$ cat src/design/simmem_pkg.sv
// Shared widths, DRAM cost constants and address types, imported by every simmem RTL module
package simmem_pkg;

  // Byte address and row buffer geometry
  localparam int unsigned AddrWidth = 20;
  localparam int unsigned RowBufferLenWidth = 10;
  localparam int unsigned RowWidth = AddrWidth - RowBufferLenWidth;

  // Burst description
  localparam int unsigned SizeWidth = 3;
  localparam int unsigned MaxBurstLen = 8;
  localparam int unsigned BurstLenWidth = 4;
  localparam int unsigned BeatIdxWidth = $clog2(MaxBurstLen);

  // Rank timing in cycles
  localparam int unsigned DelayWidth = 5;
  localparam int unsigned RowHitCost = 4;
  localparam int unsigned ActivationCost = 3;
  localparam int unsigned PrechargeCost = 3;

  typedef struct packed {
    logic [RowWidth-1:0] row;
    logic [RowBufferLenWidth-1:0] col;
  } mem_row_col_t;

  // Flat view for beat arithmetic, row/column view for row buffer hits
  typedef union packed {
    logic [AddrWidth-1:0] flat;
    mem_row_col_t rc;
  } mem_addr_u;

  // Cost classes, ordered cheapest first
  typedef enum logic [1:0] {
    COST_HIT = 2'd0,
    COST_ACTIVATE = 2'd1,
    COST_PRECHARGE = 2'd2
  } cost_e;

  function automatic logic [DelayWidth-1:0] cost_cycles(cost_e cost);
    case (cost)
      COST_HIT: return DelayWidth'(RowHitCost);
      COST_ACTIVATE: return DelayWidth'(RowHitCost + ActivationCost);
      default: return DelayWidth'(RowHitCost + ActivationCost + PrechargeCost);
    endcase
  endfunction

  // Bit position of pair (lo, hi) in an upper triangle age vector, lo < hi
  function automatic int unsigned age_idx(int unsigned side, int unsigned lo,
                                          int unsigned hi);
    return lo * side - (lo * (lo + 1)) / 2 + hi - lo - 1;
  endfunction

endpackage
$ cat src/design/simmem_delay_calc.sv
// Top of the DRAM rank delay model; accepts address requests and raises per-iid release bits
`timescale 1ns/1ps

module simmem_delay_calc #(
  parameter int unsigned NumWSlots = 4,
  parameter int unsigned NumRSlots = 4,
  parameter int unsigned WIidWidth = 3,
  parameter int unsigned RIidWidth = 3
) (
  input  logic clk_i,
  input  logic rst_ni,
  input  logic i_waddr_valid,
  output logic o_waddr_ready,
  input  logic [WIidWidth-1:0] i_waddr_iid,
  input  logic [simmem_pkg::AddrWidth-1:0] i_waddr_addr,
  input  logic [simmem_pkg::SizeWidth-1:0] i_waddr_size,
  input  logic [simmem_pkg::BurstLenWidth-1:0] i_waddr_len,
  input  logic i_raddr_valid,
  output logic o_raddr_ready,
  input  logic [RIidWidth-1:0] i_raddr_iid,
  input  logic [simmem_pkg::AddrWidth-1:0] i_raddr_addr,
  input  logic [simmem_pkg::SizeWidth-1:0] i_raddr_size,
  input  logic [simmem_pkg::BurstLenWidth-1:0] i_raddr_len,
  output logic [2**WIidWidth-1:0] o_wresp_release_en,
  output logic [2**RIidWidth-1:0] o_rdata_release_en,
  input  logic [2**WIidWidth-1:0] i_wresp_released,
  input  logic [2**RIidWidth-1:0] i_rdata_released
);

  import simmem_pkg::*;

  localparam int unsigned NumSlots = NumWSlots + NumRSlots;
  localparam int unsigned AgeLen = NumSlots * (NumSlots - 1) / 2;

  logic [NumWSlots-1:0] w_alloc_onehot;
  logic [NumWSlots-1:0][MaxBurstLen-1:0] w_ready_beats;
  logic [NumWSlots-1:0][AddrWidth-1:0] w_slot_addr;
  logic [NumWSlots-1:0][SizeWidth-1:0] w_slot_size;
  logic w_complete;
  logic [WIidWidth-1:0] w_complete_iid;

  logic [NumRSlots-1:0] r_alloc_onehot;
  logic [NumRSlots-1:0][MaxBurstLen-1:0] r_ready_beats;
  logic [NumRSlots-1:0][AddrWidth-1:0] r_slot_addr;
  logic [NumRSlots-1:0][SizeWidth-1:0] r_slot_size;
  logic r_complete;
  logic [RIidWidth-1:0] r_complete_iid;

  logic [AgeLen-1:0] older;
  logic w_issue;
  logic r_issue;
  logic [NumSlots-1:0] issue_slot_onehot;
  logic [BeatIdxWidth-1:0] issue_beat;
  logic [AddrWidth-1:0] issue_addr;
  cost_e issue_cost;

  logic idle;
  logic done;
  logic row_open;
  logic [RowWidth-1:0] open_row;

  simmem_slot_table #(
    .NumSlots (NumWSlots),
    .IidWidth (WIidWidth)
  ) u_w_slots (
    .clk_i (clk_i), .rst_ni (rst_ni),
    .i_valid (i_waddr_valid), .i_iid (i_waddr_iid),
    .i_addr (i_waddr_addr), .i_size (i_waddr_size), .i_len (i_waddr_len),
    .i_issue (w_issue),
    .i_issue_slot_onehot (issue_slot_onehot[NumWSlots-1:0]),
    .i_issue_beat (issue_beat), .i_done (done),
    .o_ready (o_waddr_ready), .o_alloc_onehot (w_alloc_onehot),
    .o_ready_beats (w_ready_beats),
    .o_slot_addr (w_slot_addr), .o_slot_size (w_slot_size),
    .o_complete (w_complete), .o_complete_iid (w_complete_iid)
  );

  simmem_slot_table #(
    .NumSlots (NumRSlots),
    .IidWidth (RIidWidth)
  ) u_r_slots (
    .clk_i (clk_i), .rst_ni (rst_ni),
    .i_valid (i_raddr_valid), .i_iid (i_raddr_iid),
    .i_addr (i_raddr_addr), .i_size (i_raddr_size), .i_len (i_raddr_len),
    .i_issue (r_issue),
    .i_issue_slot_onehot (issue_slot_onehot[NumSlots-1:NumWSlots]),
    .i_issue_beat (issue_beat), .i_done (done),
    .o_ready (o_raddr_ready), .o_alloc_onehot (r_alloc_onehot),
    .o_ready_beats (r_ready_beats),
    .o_slot_addr (r_slot_addr), .o_slot_size (r_slot_size),
    .o_complete (r_complete), .o_complete_iid (r_complete_iid)
  );

  // Write slots first, so a write allocated with a read counts as older
  simmem_age_matrix #(
    .NumSlots (NumSlots)
  ) u_age (
    .clk_i (clk_i), .rst_ni (rst_ni),
    .i_alloc_onehot ({r_alloc_onehot, w_alloc_onehot}),
    .o_older (older)
  );

  simmem_beat_scheduler #(
    .NumWSlots (NumWSlots),
    .NumRSlots (NumRSlots)
  ) u_sched (
    .i_idle (idle), .i_row_open (row_open), .i_open_row (open_row),
    .i_w_ready_beats (w_ready_beats),
    .i_w_slot_addr (w_slot_addr), .i_w_slot_size (w_slot_size),
    .i_r_ready_beats (r_ready_beats),
    .i_r_slot_addr (r_slot_addr), .i_r_slot_size (r_slot_size),
    .i_older (older),
    .o_w_issue (w_issue), .o_r_issue (r_issue),
    .o_issue_slot_onehot (issue_slot_onehot),
    .o_issue_beat (issue_beat), .o_issue_addr (issue_addr),
    .o_issue_cost (issue_cost)
  );

  simmem_rank_timer u_timer (
    .clk_i (clk_i), .rst_ni (rst_ni),
    .i_issue (w_issue | r_issue),
    .i_issue_addr (issue_addr), .i_issue_cost (issue_cost),
    .o_idle (idle), .o_done (done),
    .o_row_open (row_open), .o_open_row (open_row)
  );

  simmem_release_tracker #(
    .IidWidth (WIidWidth)
  ) u_w_release (
    .clk_i (clk_i), .rst_ni (rst_ni),
    .i_complete (w_complete), .i_complete_iid (w_complete_iid),
    .i_released (i_wresp_released),
    .o_release_en (o_wresp_release_en)
  );

  simmem_release_tracker #(
    .IidWidth (RIidWidth)
  ) u_r_release (
    .clk_i (clk_i), .rst_ni (rst_ni),
    .i_complete (r_complete), .i_complete_iid (r_complete_iid),
    .i_released (i_rdata_released),
    .o_release_en (o_rdata_release_en)
  );

endmodule

$ cat src/design/simmem_release_tracker.sv
// Release enable bits per iid, set on burst completion and cleared by the bank's release pulse
`timescale 1ns/1ps

module simmem_release_tracker #(
  parameter int unsigned IidWidth = 3
) (
  input  logic clk_i,
  input  logic rst_ni,
  input  logic i_complete,
  input  logic [IidWidth-1:0] i_complete_iid,
  input  logic [2**IidWidth-1:0] i_released,
  output logic [2**IidWidth-1:0] o_release_en
);

  localparam int unsigned Capacity = 2 ** IidWidth;

  logic [Capacity-1:0] set_onehot;
  logic [Capacity-1:0] release_en_q;

  assign set_onehot = {{(Capacity-1){1'b0}}, i_complete} << i_complete_iid;

  // Set wins if both hit the same iid
  always_ff @(posedge clk_i or negedge rst_ni) begin
    if (!rst_ni) begin
      release_en_q <= '0;
    end else begin
      release_en_q <= (release_en_q & ~i_released) | set_onehot;
    end
  end

  assign o_release_en = release_en_q;

endmodule

$ cat src/design/simmem_rank_timer.sv
// Rank busy counter and open row register; flags the last busy cycle of each served beat
`timescale 1ns/1ps

module simmem_rank_timer (
  input  logic clk_i,
  input  logic rst_ni,
  input  logic i_issue,
  input  logic [simmem_pkg::AddrWidth-1:0] i_issue_addr,
  input  simmem_pkg::cost_e i_issue_cost,
  output logic o_idle,
  output logic o_done,
  output logic o_row_open,
  output logic [simmem_pkg::RowWidth-1:0] o_open_row
);

  import simmem_pkg::*;

  logic [DelayWidth-1:0] cnt_q;
  logic row_open_q;
  logic [RowWidth-1:0] open_row_q;
  mem_addr_u issue_addr;

  assign issue_addr.flat = i_issue_addr;

  assign o_idle = cnt_q == '0;
  // Count of one means the beat finishes at the coming edge
  assign o_done = cnt_q == DelayWidth'(1);
  assign o_row_open = row_open_q;
  assign o_open_row = open_row_q;

  always_ff @(posedge clk_i or negedge rst_ni) begin
    if (!rst_ni) begin
      cnt_q <= '0;
      row_open_q <= 1'b0;
      open_row_q <= '0;
    end else if (i_issue) begin
      cnt_q <= cost_cycles(i_issue_cost);
      row_open_q <= 1'b1;
      open_row_q <= issue_addr.rc.row;
    end else if (!o_idle) begin
      cnt_q <= cnt_q - 1'b1;
    end
  end

endmodule

$ cat src/design/simmem_beat_scheduler.sv
// Picks the cheapest ready beat over both slot pools, oldest slot first, when the rank is idle
`timescale 1ns/1ps

module simmem_beat_scheduler #(
  parameter int unsigned NumWSlots = 4,
  parameter int unsigned NumRSlots = 4,
  localparam int unsigned NumSlots = NumWSlots + NumRSlots
) (
  input  logic i_idle,
  input  logic i_row_open,
  input  logic [simmem_pkg::RowWidth-1:0] i_open_row,
  input  logic [NumWSlots-1:0][simmem_pkg::MaxBurstLen-1:0] i_w_ready_beats,
  input  logic [NumWSlots-1:0][simmem_pkg::AddrWidth-1:0] i_w_slot_addr,
  input  logic [NumWSlots-1:0][simmem_pkg::SizeWidth-1:0] i_w_slot_size,
  input  logic [NumRSlots-1:0][simmem_pkg::MaxBurstLen-1:0] i_r_ready_beats,
  input  logic [NumRSlots-1:0][simmem_pkg::AddrWidth-1:0] i_r_slot_addr,
  input  logic [NumRSlots-1:0][simmem_pkg::SizeWidth-1:0] i_r_slot_size,
  input  logic [NumSlots*(NumSlots-1)/2-1:0] i_older,
  output logic o_w_issue,
  output logic o_r_issue,
  output logic [NumSlots-1:0] o_issue_slot_onehot,
  output logic [simmem_pkg::BeatIdxWidth-1:0] o_issue_beat,
  output logic [simmem_pkg::AddrWidth-1:0] o_issue_addr,
  output simmem_pkg::cost_e o_issue_cost
);

  import simmem_pkg::*;

  localparam int unsigned SlotIdxWidth = $clog2(NumSlots);

  // Writes sit in the low slot indices, reads above them
  logic [NumSlots-1:0][MaxBurstLen-1:0] ready_beats;
  logic [NumSlots-1:0][AddrWidth-1:0] slot_addr;
  logic [NumSlots-1:0][SizeWidth-1:0] slot_size;
  logic [NumSlots-1:0][NumSlots-1:0] older_than;

  logic slot_valid [NumSlots];
  cost_e slot_cost [NumSlots];
  logic [BeatIdxWidth-1:0] slot_beat [NumSlots];
  logic [AddrWidth-1:0] slot_beat_addr [NumSlots];

  logic found;
  logic issue;
  logic [SlotIdxWidth-1:0] best_slot;
  cost_e best_cost;

  assign ready_beats = {i_r_ready_beats, i_w_ready_beats};
  assign slot_addr = {i_r_slot_addr, i_w_slot_addr};
  assign slot_size = {i_r_slot_size, i_w_slot_size};

  function automatic cost_e classify(mem_addr_u addr, logic row_open,
                                     logic [RowWidth-1:0] open_row);
    if (!row_open) begin
      return COST_ACTIVATE;
    end
    if (addr.rc.row == open_row) begin
      return COST_HIT;
    end
    return COST_PRECHARGE;
  endfunction

  // Full age relation unfolded from the upper triangle
  for (genvar i = 0; i < NumSlots; i++) begin : gen_older_row
    for (genvar j = 0; j < NumSlots; j++) begin : gen_older_col
      if (i < j) begin : gen_upper
        assign older_than[i][j] = i_older[age_idx(NumSlots, i, j)];
      end else if (i > j) begin : gen_lower
        assign older_than[i][j] = ~i_older[age_idx(NumSlots, j, i)];
      end else begin : gen_diag
        assign older_than[i][j] = 1'b0;
      end
    end
  end

  // Cheapest beat within each slot, lowest beat wins a tie
  always_comb begin
    mem_addr_u beat_addr;
    cost_e beat_cost;
    for (int unsigned s = 0; s < NumSlots; s++) begin
      slot_valid[s] = 1'b0;
      slot_cost[s] = COST_PRECHARGE;
      slot_beat[s] = '0;
      slot_beat_addr[s] = '0;
      for (int unsigned b = 0; b < MaxBurstLen; b++) begin
        beat_addr.flat = slot_addr[s] + (AddrWidth'(b) << slot_size[s]);
        beat_cost = classify(beat_addr, i_row_open, i_open_row);
        if (ready_beats[s][b] && (!slot_valid[s] || beat_cost < slot_cost[s])) begin
          slot_valid[s] = 1'b1;
          slot_cost[s] = beat_cost;
          slot_beat[s] = BeatIdxWidth'(b);
          slot_beat_addr[s] = beat_addr.flat;
        end
      end
    end
  end

  // Cheapest slot overall, the older one on equal cost
  always_comb begin
    found = 1'b0;
    best_slot = '0;
    best_cost = COST_PRECHARGE;
    for (int unsigned s = 0; s < NumSlots; s++) begin
      if (slot_valid[s] && (!found || slot_cost[s] < best_cost ||
          (slot_cost[s] == best_cost && older_than[s][best_slot]))) begin
        found = 1'b1;
        best_slot = SlotIdxWidth'(s);
        best_cost = slot_cost[s];
      end
    end
  end

  assign issue = i_idle & found;
  assign o_w_issue = issue & (32'(best_slot) < NumWSlots);
  assign o_r_issue = issue & (32'(best_slot) >= NumWSlots);
  assign o_issue_slot_onehot = {{(NumSlots-1){1'b0}}, issue} << best_slot;
  assign o_issue_beat = slot_beat[best_slot];
  assign o_issue_addr = slot_beat_addr[best_slot];
  assign o_issue_cost = best_cost;

endmodule

$ cat src/design/simmem_age_matrix.sv
// Pairwise age order of all write and read slots, read by the scheduler to break cost ties
`timescale 1ns/1ps

module simmem_age_matrix #(
  parameter int unsigned NumSlots = 8
) (
  input  logic clk_i,
  input  logic rst_ni,
  input  logic [NumSlots-1:0] i_alloc_onehot,
  output logic [NumSlots*(NumSlots-1)/2-1:0] o_older
);

  import simmem_pkg::*;

  localparam int unsigned AgeLen = NumSlots * (NumSlots - 1) / 2;

  // Bit (i, j) with i < j is set when slot i is older than slot j
  logic [AgeLen-1:0] older_q;
  logic [AgeLen-1:0] older_d;

  always_comb begin
    older_d = older_q;
    for (int unsigned i = 0; i < NumSlots; i++) begin
      for (int unsigned j = i + 1; j < NumSlots; j++) begin
        // A new slot is younger than everything else
        if (i_alloc_onehot[j]) begin
          older_d[age_idx(NumSlots, i, j)] = 1'b1;
        end else if (i_alloc_onehot[i]) begin
          older_d[age_idx(NumSlots, i, j)] = 1'b0;
        end
      end
    end
  end

  always_ff @(posedge clk_i or negedge rst_ni) begin
    if (!rst_ni) begin
      older_q <= '0;
    end else begin
      older_q <= older_d;
    end
  end

  assign o_older = older_q;

endmodule

$ cat src/design/simmem_slot_table.sv
// Burst slot pool for one direction; holds accepted requests and tracks each beat until done
`timescale 1ns/1ps

module simmem_slot_table #(
  parameter int unsigned NumSlots = 4,
  parameter int unsigned IidWidth = 3
) (
  input  logic clk_i,
  input  logic rst_ni,
  input  logic i_valid,
  input  logic [IidWidth-1:0] i_iid,
  input  logic [simmem_pkg::AddrWidth-1:0] i_addr,
  input  logic [simmem_pkg::SizeWidth-1:0] i_size,
  input  logic [simmem_pkg::BurstLenWidth-1:0] i_len,
  input  logic i_issue,
  input  logic [NumSlots-1:0] i_issue_slot_onehot,
  input  logic [simmem_pkg::BeatIdxWidth-1:0] i_issue_beat,
  input  logic i_done,
  output logic o_ready,
  output logic [NumSlots-1:0] o_alloc_onehot,
  output logic [NumSlots-1:0][simmem_pkg::MaxBurstLen-1:0] o_ready_beats,
  output logic [NumSlots-1:0][simmem_pkg::AddrWidth-1:0] o_slot_addr,
  output logic [NumSlots-1:0][simmem_pkg::SizeWidth-1:0] o_slot_size,
  output logic o_complete,
  output logic [IidWidth-1:0] o_complete_iid
);

  import simmem_pkg::*;

  logic [NumSlots-1:0] valid_q;
  logic [NumSlots-1:0] valid_d;
  logic [NumSlots-1:0][MaxBurstLen-1:0] pending_q;
  logic [NumSlots-1:0][MaxBurstLen-1:0] pending_d;
  logic [NumSlots-1:0][MaxBurstLen-1:0] done_q;
  logic [NumSlots-1:0][MaxBurstLen-1:0] done_d;
  logic [NumSlots-1:0][IidWidth-1:0] iid_q;
  logic [NumSlots-1:0][AddrWidth-1:0] addr_q;
  logic [NumSlots-1:0][SizeWidth-1:0] size_q;

  logic [NumSlots-1:0] free;
  logic [NumSlots-1:0] complete_mask;
  logic [NumSlots-1:0] complete_onehot;
  logic [MaxBurstLen-1:0] init_done;

  // Lowest free slot takes the next request
  assign free = ~valid_q;
  assign o_ready = |free;
  assign o_alloc_onehot = free & ~(free - 1'b1) & {NumSlots{i_valid}};

  // Beats beyond the burst length never go to the rank
  always_comb begin
    for (int unsigned b = 0; b < MaxBurstLen; b++) begin
      init_done[b] = BurstLenWidth'(b) >= i_len;
    end
  end

  for (genvar s = 0; s < NumSlots; s++) begin : gen_ready_beats
    assign o_ready_beats[s] = {MaxBurstLen{valid_q[s]}} & ~pending_q[s] & ~done_q[s];
    assign complete_mask[s] = valid_q[s] & (&done_q[s]);
  end

  assign o_slot_addr = addr_q;
  assign o_slot_size = size_q;

  // One finished burst reported per cycle, lowest slot first
  assign complete_onehot = complete_mask & ~(complete_mask - 1'b1);
  assign o_complete = |complete_mask;

  always_comb begin
    o_complete_iid = '0;
    for (int unsigned s = 0; s < NumSlots; s++) begin
      if (complete_onehot[s]) begin
        o_complete_iid = iid_q[s];
      end
    end
  end

  always_comb begin
    valid_d = valid_q;
    pending_d = pending_q;
    done_d = done_q;
    for (int unsigned s = 0; s < NumSlots; s++) begin
      if (complete_onehot[s]) begin
        valid_d[s] = 1'b0;
      end
      // Only one beat is ever in flight on the rank
      if (i_done) begin
        done_d[s] = done_q[s] | pending_q[s];
        pending_d[s] = '0;
      end
      if (i_issue && i_issue_slot_onehot[s]) begin
        pending_d[s][i_issue_beat] = 1'b1;
      end
      if (o_alloc_onehot[s]) begin
        valid_d[s] = 1'b1;
        pending_d[s] = '0;
        done_d[s] = init_done;
      end
    end
  end

  always_ff @(posedge clk_i or negedge rst_ni) begin
    if (!rst_ni) begin
      valid_q <= '0;
      pending_q <= '0;
      done_q <= '0;
    end else begin
      valid_q <= valid_d;
      pending_q <= pending_d;
      done_q <= done_d;
    end
  end

  always_ff @(posedge clk_i) begin
    for (int unsigned s = 0; s < NumSlots; s++) begin
      if (o_alloc_onehot[s]) begin
        iid_q[s] <= i_iid;
        addr_q[s] <= i_addr;
        size_q[s] <= i_size;
      end
    end
  end

endmodule

$ cat config.mk
export PLATFORM = sky130hd
export DESIGN_NAME = simmem_delay_calc
export DESIGN_NICKNAME = d
export VERILOG_FILES = /design/src/design/simmem_pkg.sv /design/src/design/simmem_delay_calc.sv /design/src/design/simmem_release_tracker.sv /design/src/design/simmem_rank_timer.sv /design/src/design/simmem_beat_scheduler.sv /design/src/design/simmem_age_matrix.sv /design/src/design/simmem_slot_table.sv
export SDC_FILE = /design/constraint.sdc
export NUM_CORES = 2
export LEC_CHECK = 0
export BUFFER_PORTS_ARGS = -buffer_cell sky130_fd_sc_hd__buf_4
export CORE_MARGIN = 10
export CORE_UTILIZATION = 30
export DETAILED_ROUTE_END_ITERATION = 10
export SETUP_SLACK_MARGIN = 0.05
export SYNTH_ARGS = -nofsm -noshare
export SYNTH_HDL_FRONTEND = slang
export SYNTH_SLANG_ARGS = --single-unit
export TNS_END_PERCENT = 10
$ cat constraint.sdc
create_clock -name clk_i -period 24 [get_ports clk_i]
set_input_delay 1.2 -clock clk_i [delete_from_list [all_inputs] [get_ports clk_i]]
set_output_delay 1.2 -clock clk_i [all_outputs]
set_load 0.01 [all_outputs]
==> flow_metrics.py <==
metrics = {
    "status": {
        "status": "completed",
    },
    "sta": {
        "worstMarginPinSlew_ps": 1227,
        "hold_violations": 0,
        "finalCritPeriodShare_pct": 94.44,
        "fin_crit_ps": 22670,
        "setup_violations": 0,
        "fin_worst_skew_ps": 48.25,
        "clock.fmax_mhz": 44.12,
        "max-slew-margin-rel_pct": 17.72,
        "maxSlewViolCount": 0,
    },
    "routing": {
        "vias": 58107,
        "route.detailed.drc": 0,
        "via_per_inst": 6.274,
        "routed_wl_mm": 242.2,
        "drt_iter0_markers": 7948,
        "wl_per_cell_um": 26.16,
        "postRouteAntennaNets": 0,
        "firstDrtPassIters": 9,
    },
    "floorplan": {
        "initial_utilization_pct": 30.11,
        "die_w_um": 437.2,
        "io_pins": 98,
        "design.core.area_sq_um": 173400,
        "die_h_um": 437.2,
        "dieArea_sq_um": 191100,
        "fp-row-count": 153,
    },
    "global_routing": {
        "grt_pass1_vias": 54364,
        "grt_max_degree": 77,
        "antenna_found_initial": 12,
        "track_usage_pct": 23.79,
        "grt-ovfl-total": 0,
        "grt_pass1_wl_mm": 357.5,
    },
    "worst_setup_path": {
        "crit_type": "reg -> reg",
        "cp-start-kind": "flip-flop",
        "worstPathMaxFanout": 24,
        "r2r-start": "u_w_slots.o_slot_size[4]$_DFFE_PP_",
        "cp.arrival_ps": 23250,
        "cp-end-kind": "flip-flop",
        "cpPeakStageDelay_ps": 590,
        "cpMostUsedCell": "ha_1",
        "required_ps": 24590,
        "cp_slowest_cell": "or4_4",
        "cp-startpoint": "u_w_slots.o_slot_size[4]$_DFFE_PP_",
    },
    "logic_synthesis": {
        "syn-num-nets": 7559,
        "ys.warnings.count": 0,
        "synth-compound-area-share_pct": 31.34,
        "synthAdderAreaFrac_pct": 11.74,
        "avgSynthCellArea_sq_um": 7.471,
        "yosysTopAreaCell": "edfxtp_1",
        "synthCells": 6989,
        "synthTopCellsByCount": "nand2_1, nor2_1, a21oi_1",
        "synth.most_common_cell": "nand2_1",
        "synth_seq_area_share_pct": 21.35,
        "synth-seq-cells": 404,
        "muxShareOfSynthArea_pct": 2.293,
        "ys_async_sr_fraction_pct": 48.51,
        "yosysTopAreaCellShare_pct": 11.96,
        "yosysUniqueCellTypes": 112,
        "yosys.area_share.simple_pct": 23.27,
        "synth_top_family_by_area": "compound AO/OA/AOI/OAI gates",
        "synth_enable_flop_cells": 208,
        "synthFlopType": "edfxtp_1",
        "syn_area_sq_um": 52220,
        "synthTopCellsByArea": "edfxtp_1, ha_1, dfrtp_1, nand2_1, nor2_1",
        "synthXorXnorAreaFrac_pct": 5.418,
    },
    "clocking": {
        "clk_latency_ps": 690,
        "clk_path_buf_depth": 3,
        "cts_tree": "yes",
        "holdBufCountCts": 0,
        "cts_made_buffers": 51,
        "root_buffer": "clkbuf_16",
        "clkSinkCount": 404,
        "clk_pin_slew_ps": 60,
        "htree_levels": 2,
    },
    "hold_path": {
        "hp-class": "in -> async",
    },
    "final_layout": {
        "fin_nets": 7456,
        "final_area_sq_um": 57680,
        "syn2layout_area_growth_pct": 10.46,
        "drive_gt1_share_pct": 7.981,
        "utilization_pct": 33.26,
    },
    "run": {
        "maxCapViolCount": 0,
    },
    "placed_design": {
        "place_area_sq_um": 55370,
        "port-buffer-count": 97,
        "post-dp-hpwl_mm": 186.8,
        "gp_congestion": 1.025,
    },
}
==> stage by stage <==
| step | instances | hold WS (ps) | worst slack [ps] | TNS [ps] |
|---|---|---|---|---|
| CTS | 9228 | 467.0 | 78.80 | 0 |
| global route | 9258 | 480.6 | -104.4 | -2883 |
| detailed placement | 9132 | 465.3 | -246.8 | -11230 |
| finish | 9261 | 473.4 | 1334 | 0 |
| floorplan | 6989 | 441.5 | 3002 | 0 |
| global placement | 9132 | 455.6 | 334.6 | 0 |
==> worst max-delay path, delay by kind of cell, from the launching register on <==
family / cells / cell delay, ps
fa+ha+maj: 16 / 4440
buf+inv: 8 / 1330
flops: 1 / 400
compound gates: 42 / 8780
simple gates: 42 / 7580
==> cell type report <==
type / count / area [sq um]
Antenna cell: 7 / 17.52
Timing Repair Buffer: 278 / 2113
Fill cell: 18612 / 115800
Inverter: 186 / 698.2
Tap cell: 2325 / 2909
Multi-Input combinational cell: 5965 / 38930
Sequential cell: 404 / 11160
Clock buffer: 66 / 1415
Clock inverter: 30 / 435.4
==> flip-flops by register name, indices dropped and copies added, names as in the netlist <==
signal                    flops
u_timer.o_open_row           10
u_w_slots.iid_q              12
u_r_slots.done_q             32
u_w_release.o_release_en      8
u_w_slots.o_slot_addr        80
u_w_slots.done_q             32
u_w_slots.pending_q          32
u_timer.cnt_q                 5
u_age.o_older                28
u_r_slots.o_slot_size        12
u_w_slots.valid_q             4
u_r_slots.pending_q          32
u_w_slots.o_slot_size        12
u_r_release.o_release_en      8
u_timer.o_row_open            1
u_r_slots.o_slot_addr        80
u_r_slots.iid_q              12
u_r_slots.valid_q             4
==> worst paths after layout <==
path                                                          to  slack, ps  depth (start not counted)
hold reg to reg                    u_age.o_older[26]$_DFFE_PN0P_        480                          1
setup reg to reg                u_w_slots.pending_q[6]$_DFF_PN0_       1330                        108
hold / removal             u_w_release.o_release_en[1]$_DFF_PN0_        470                          1
setup / recovery                u_w_slots.pending_q[6]$_DFF_PN0_       1330                        108
min in group clk_i                 u_age.o_older[26]$_DFFE_PN0P_        480                          1
max in group asynchronous      u_timer.o_open_row[3]$_DFFE_PN0N_      22060                          2
==> routing by layer <==
| metal | part of all wire, % | vias up | GRT usage (%) |
|---|---|---|---|
| met2 | 44 | 3344 | 37.32 |
| met3 | 9.4 | 731 | 4.469 |
| met1 | 40 | 27858 | 30.80 |
| met5 | 0.0062 | - | 0 |
| met4 | 6.3 | 2 | 12.69 |
| li1 | - | 26172 | - |
==> layout by cell type, fill, tap and decap left out, types with 46 or more instances in the layout <==
cell / netlist / layout
or2_2: 53 / 53
a21oi_1: 548 / 544
buf_4: 3 / 275
and3_1: 96 / 95
and2_1: 104 / 104
clkbuf_16: 0 / 53
inv_1: 169 / 169
o21ai_0: 532 / 531
a31oi_1: 103 / 102
nand2_1: 755 / 751
nand4_1: 69 / 69
o22ai_1: 102 / 102
nand2b_1: 47 / 47
o221ai_1: 47 / 47
a21o_1: 73 / 72
nor2_1: 737 / 733
dfrtp_1: 196 / 190
xnor2_1: 206 / 206
nor4_1: 55 / 53
nand3_1: 235 / 235
a211oi_1: 144 / 141
o31ai_1: 67 / 64
nor3_1: 173 / 172
xor2_1: 117 / 117
edfxtp_1: 208 / 208
o21ai_1: 59 / 56
o211ai_1: 147 / 147
or3_1: 46 / 46
o21a_1: 139 / 138
ha_1: 490 / 489
mux2i_1: 96 / 95
==> timing repair <==
| action | 4_1_cts | 5_1_grt |
|---|---|---|
| cloned | 0 | 1 |
| buffers inserted | 0 | 25 |
| setup endpoints to repair | 69 | 77 |
| gates resized for setup | 2 | 54 |
| pin swaps | 0 | 7 |
==> logic make-up after synthesis <==
| kind of cell | after synthesis |
|---|---|
| compound gates | 2473 |
| xor+xnor | 323 |
| fa+ha+maj | 490 |
| buf+inv | 621 |
| flops | 404 |
| mux | 116 |
| simple gates | 2562 |
Power is left out: the tool's default activity adds up to more than one toggle a clock period on the data nets, which glitch-free logic cannot reach.
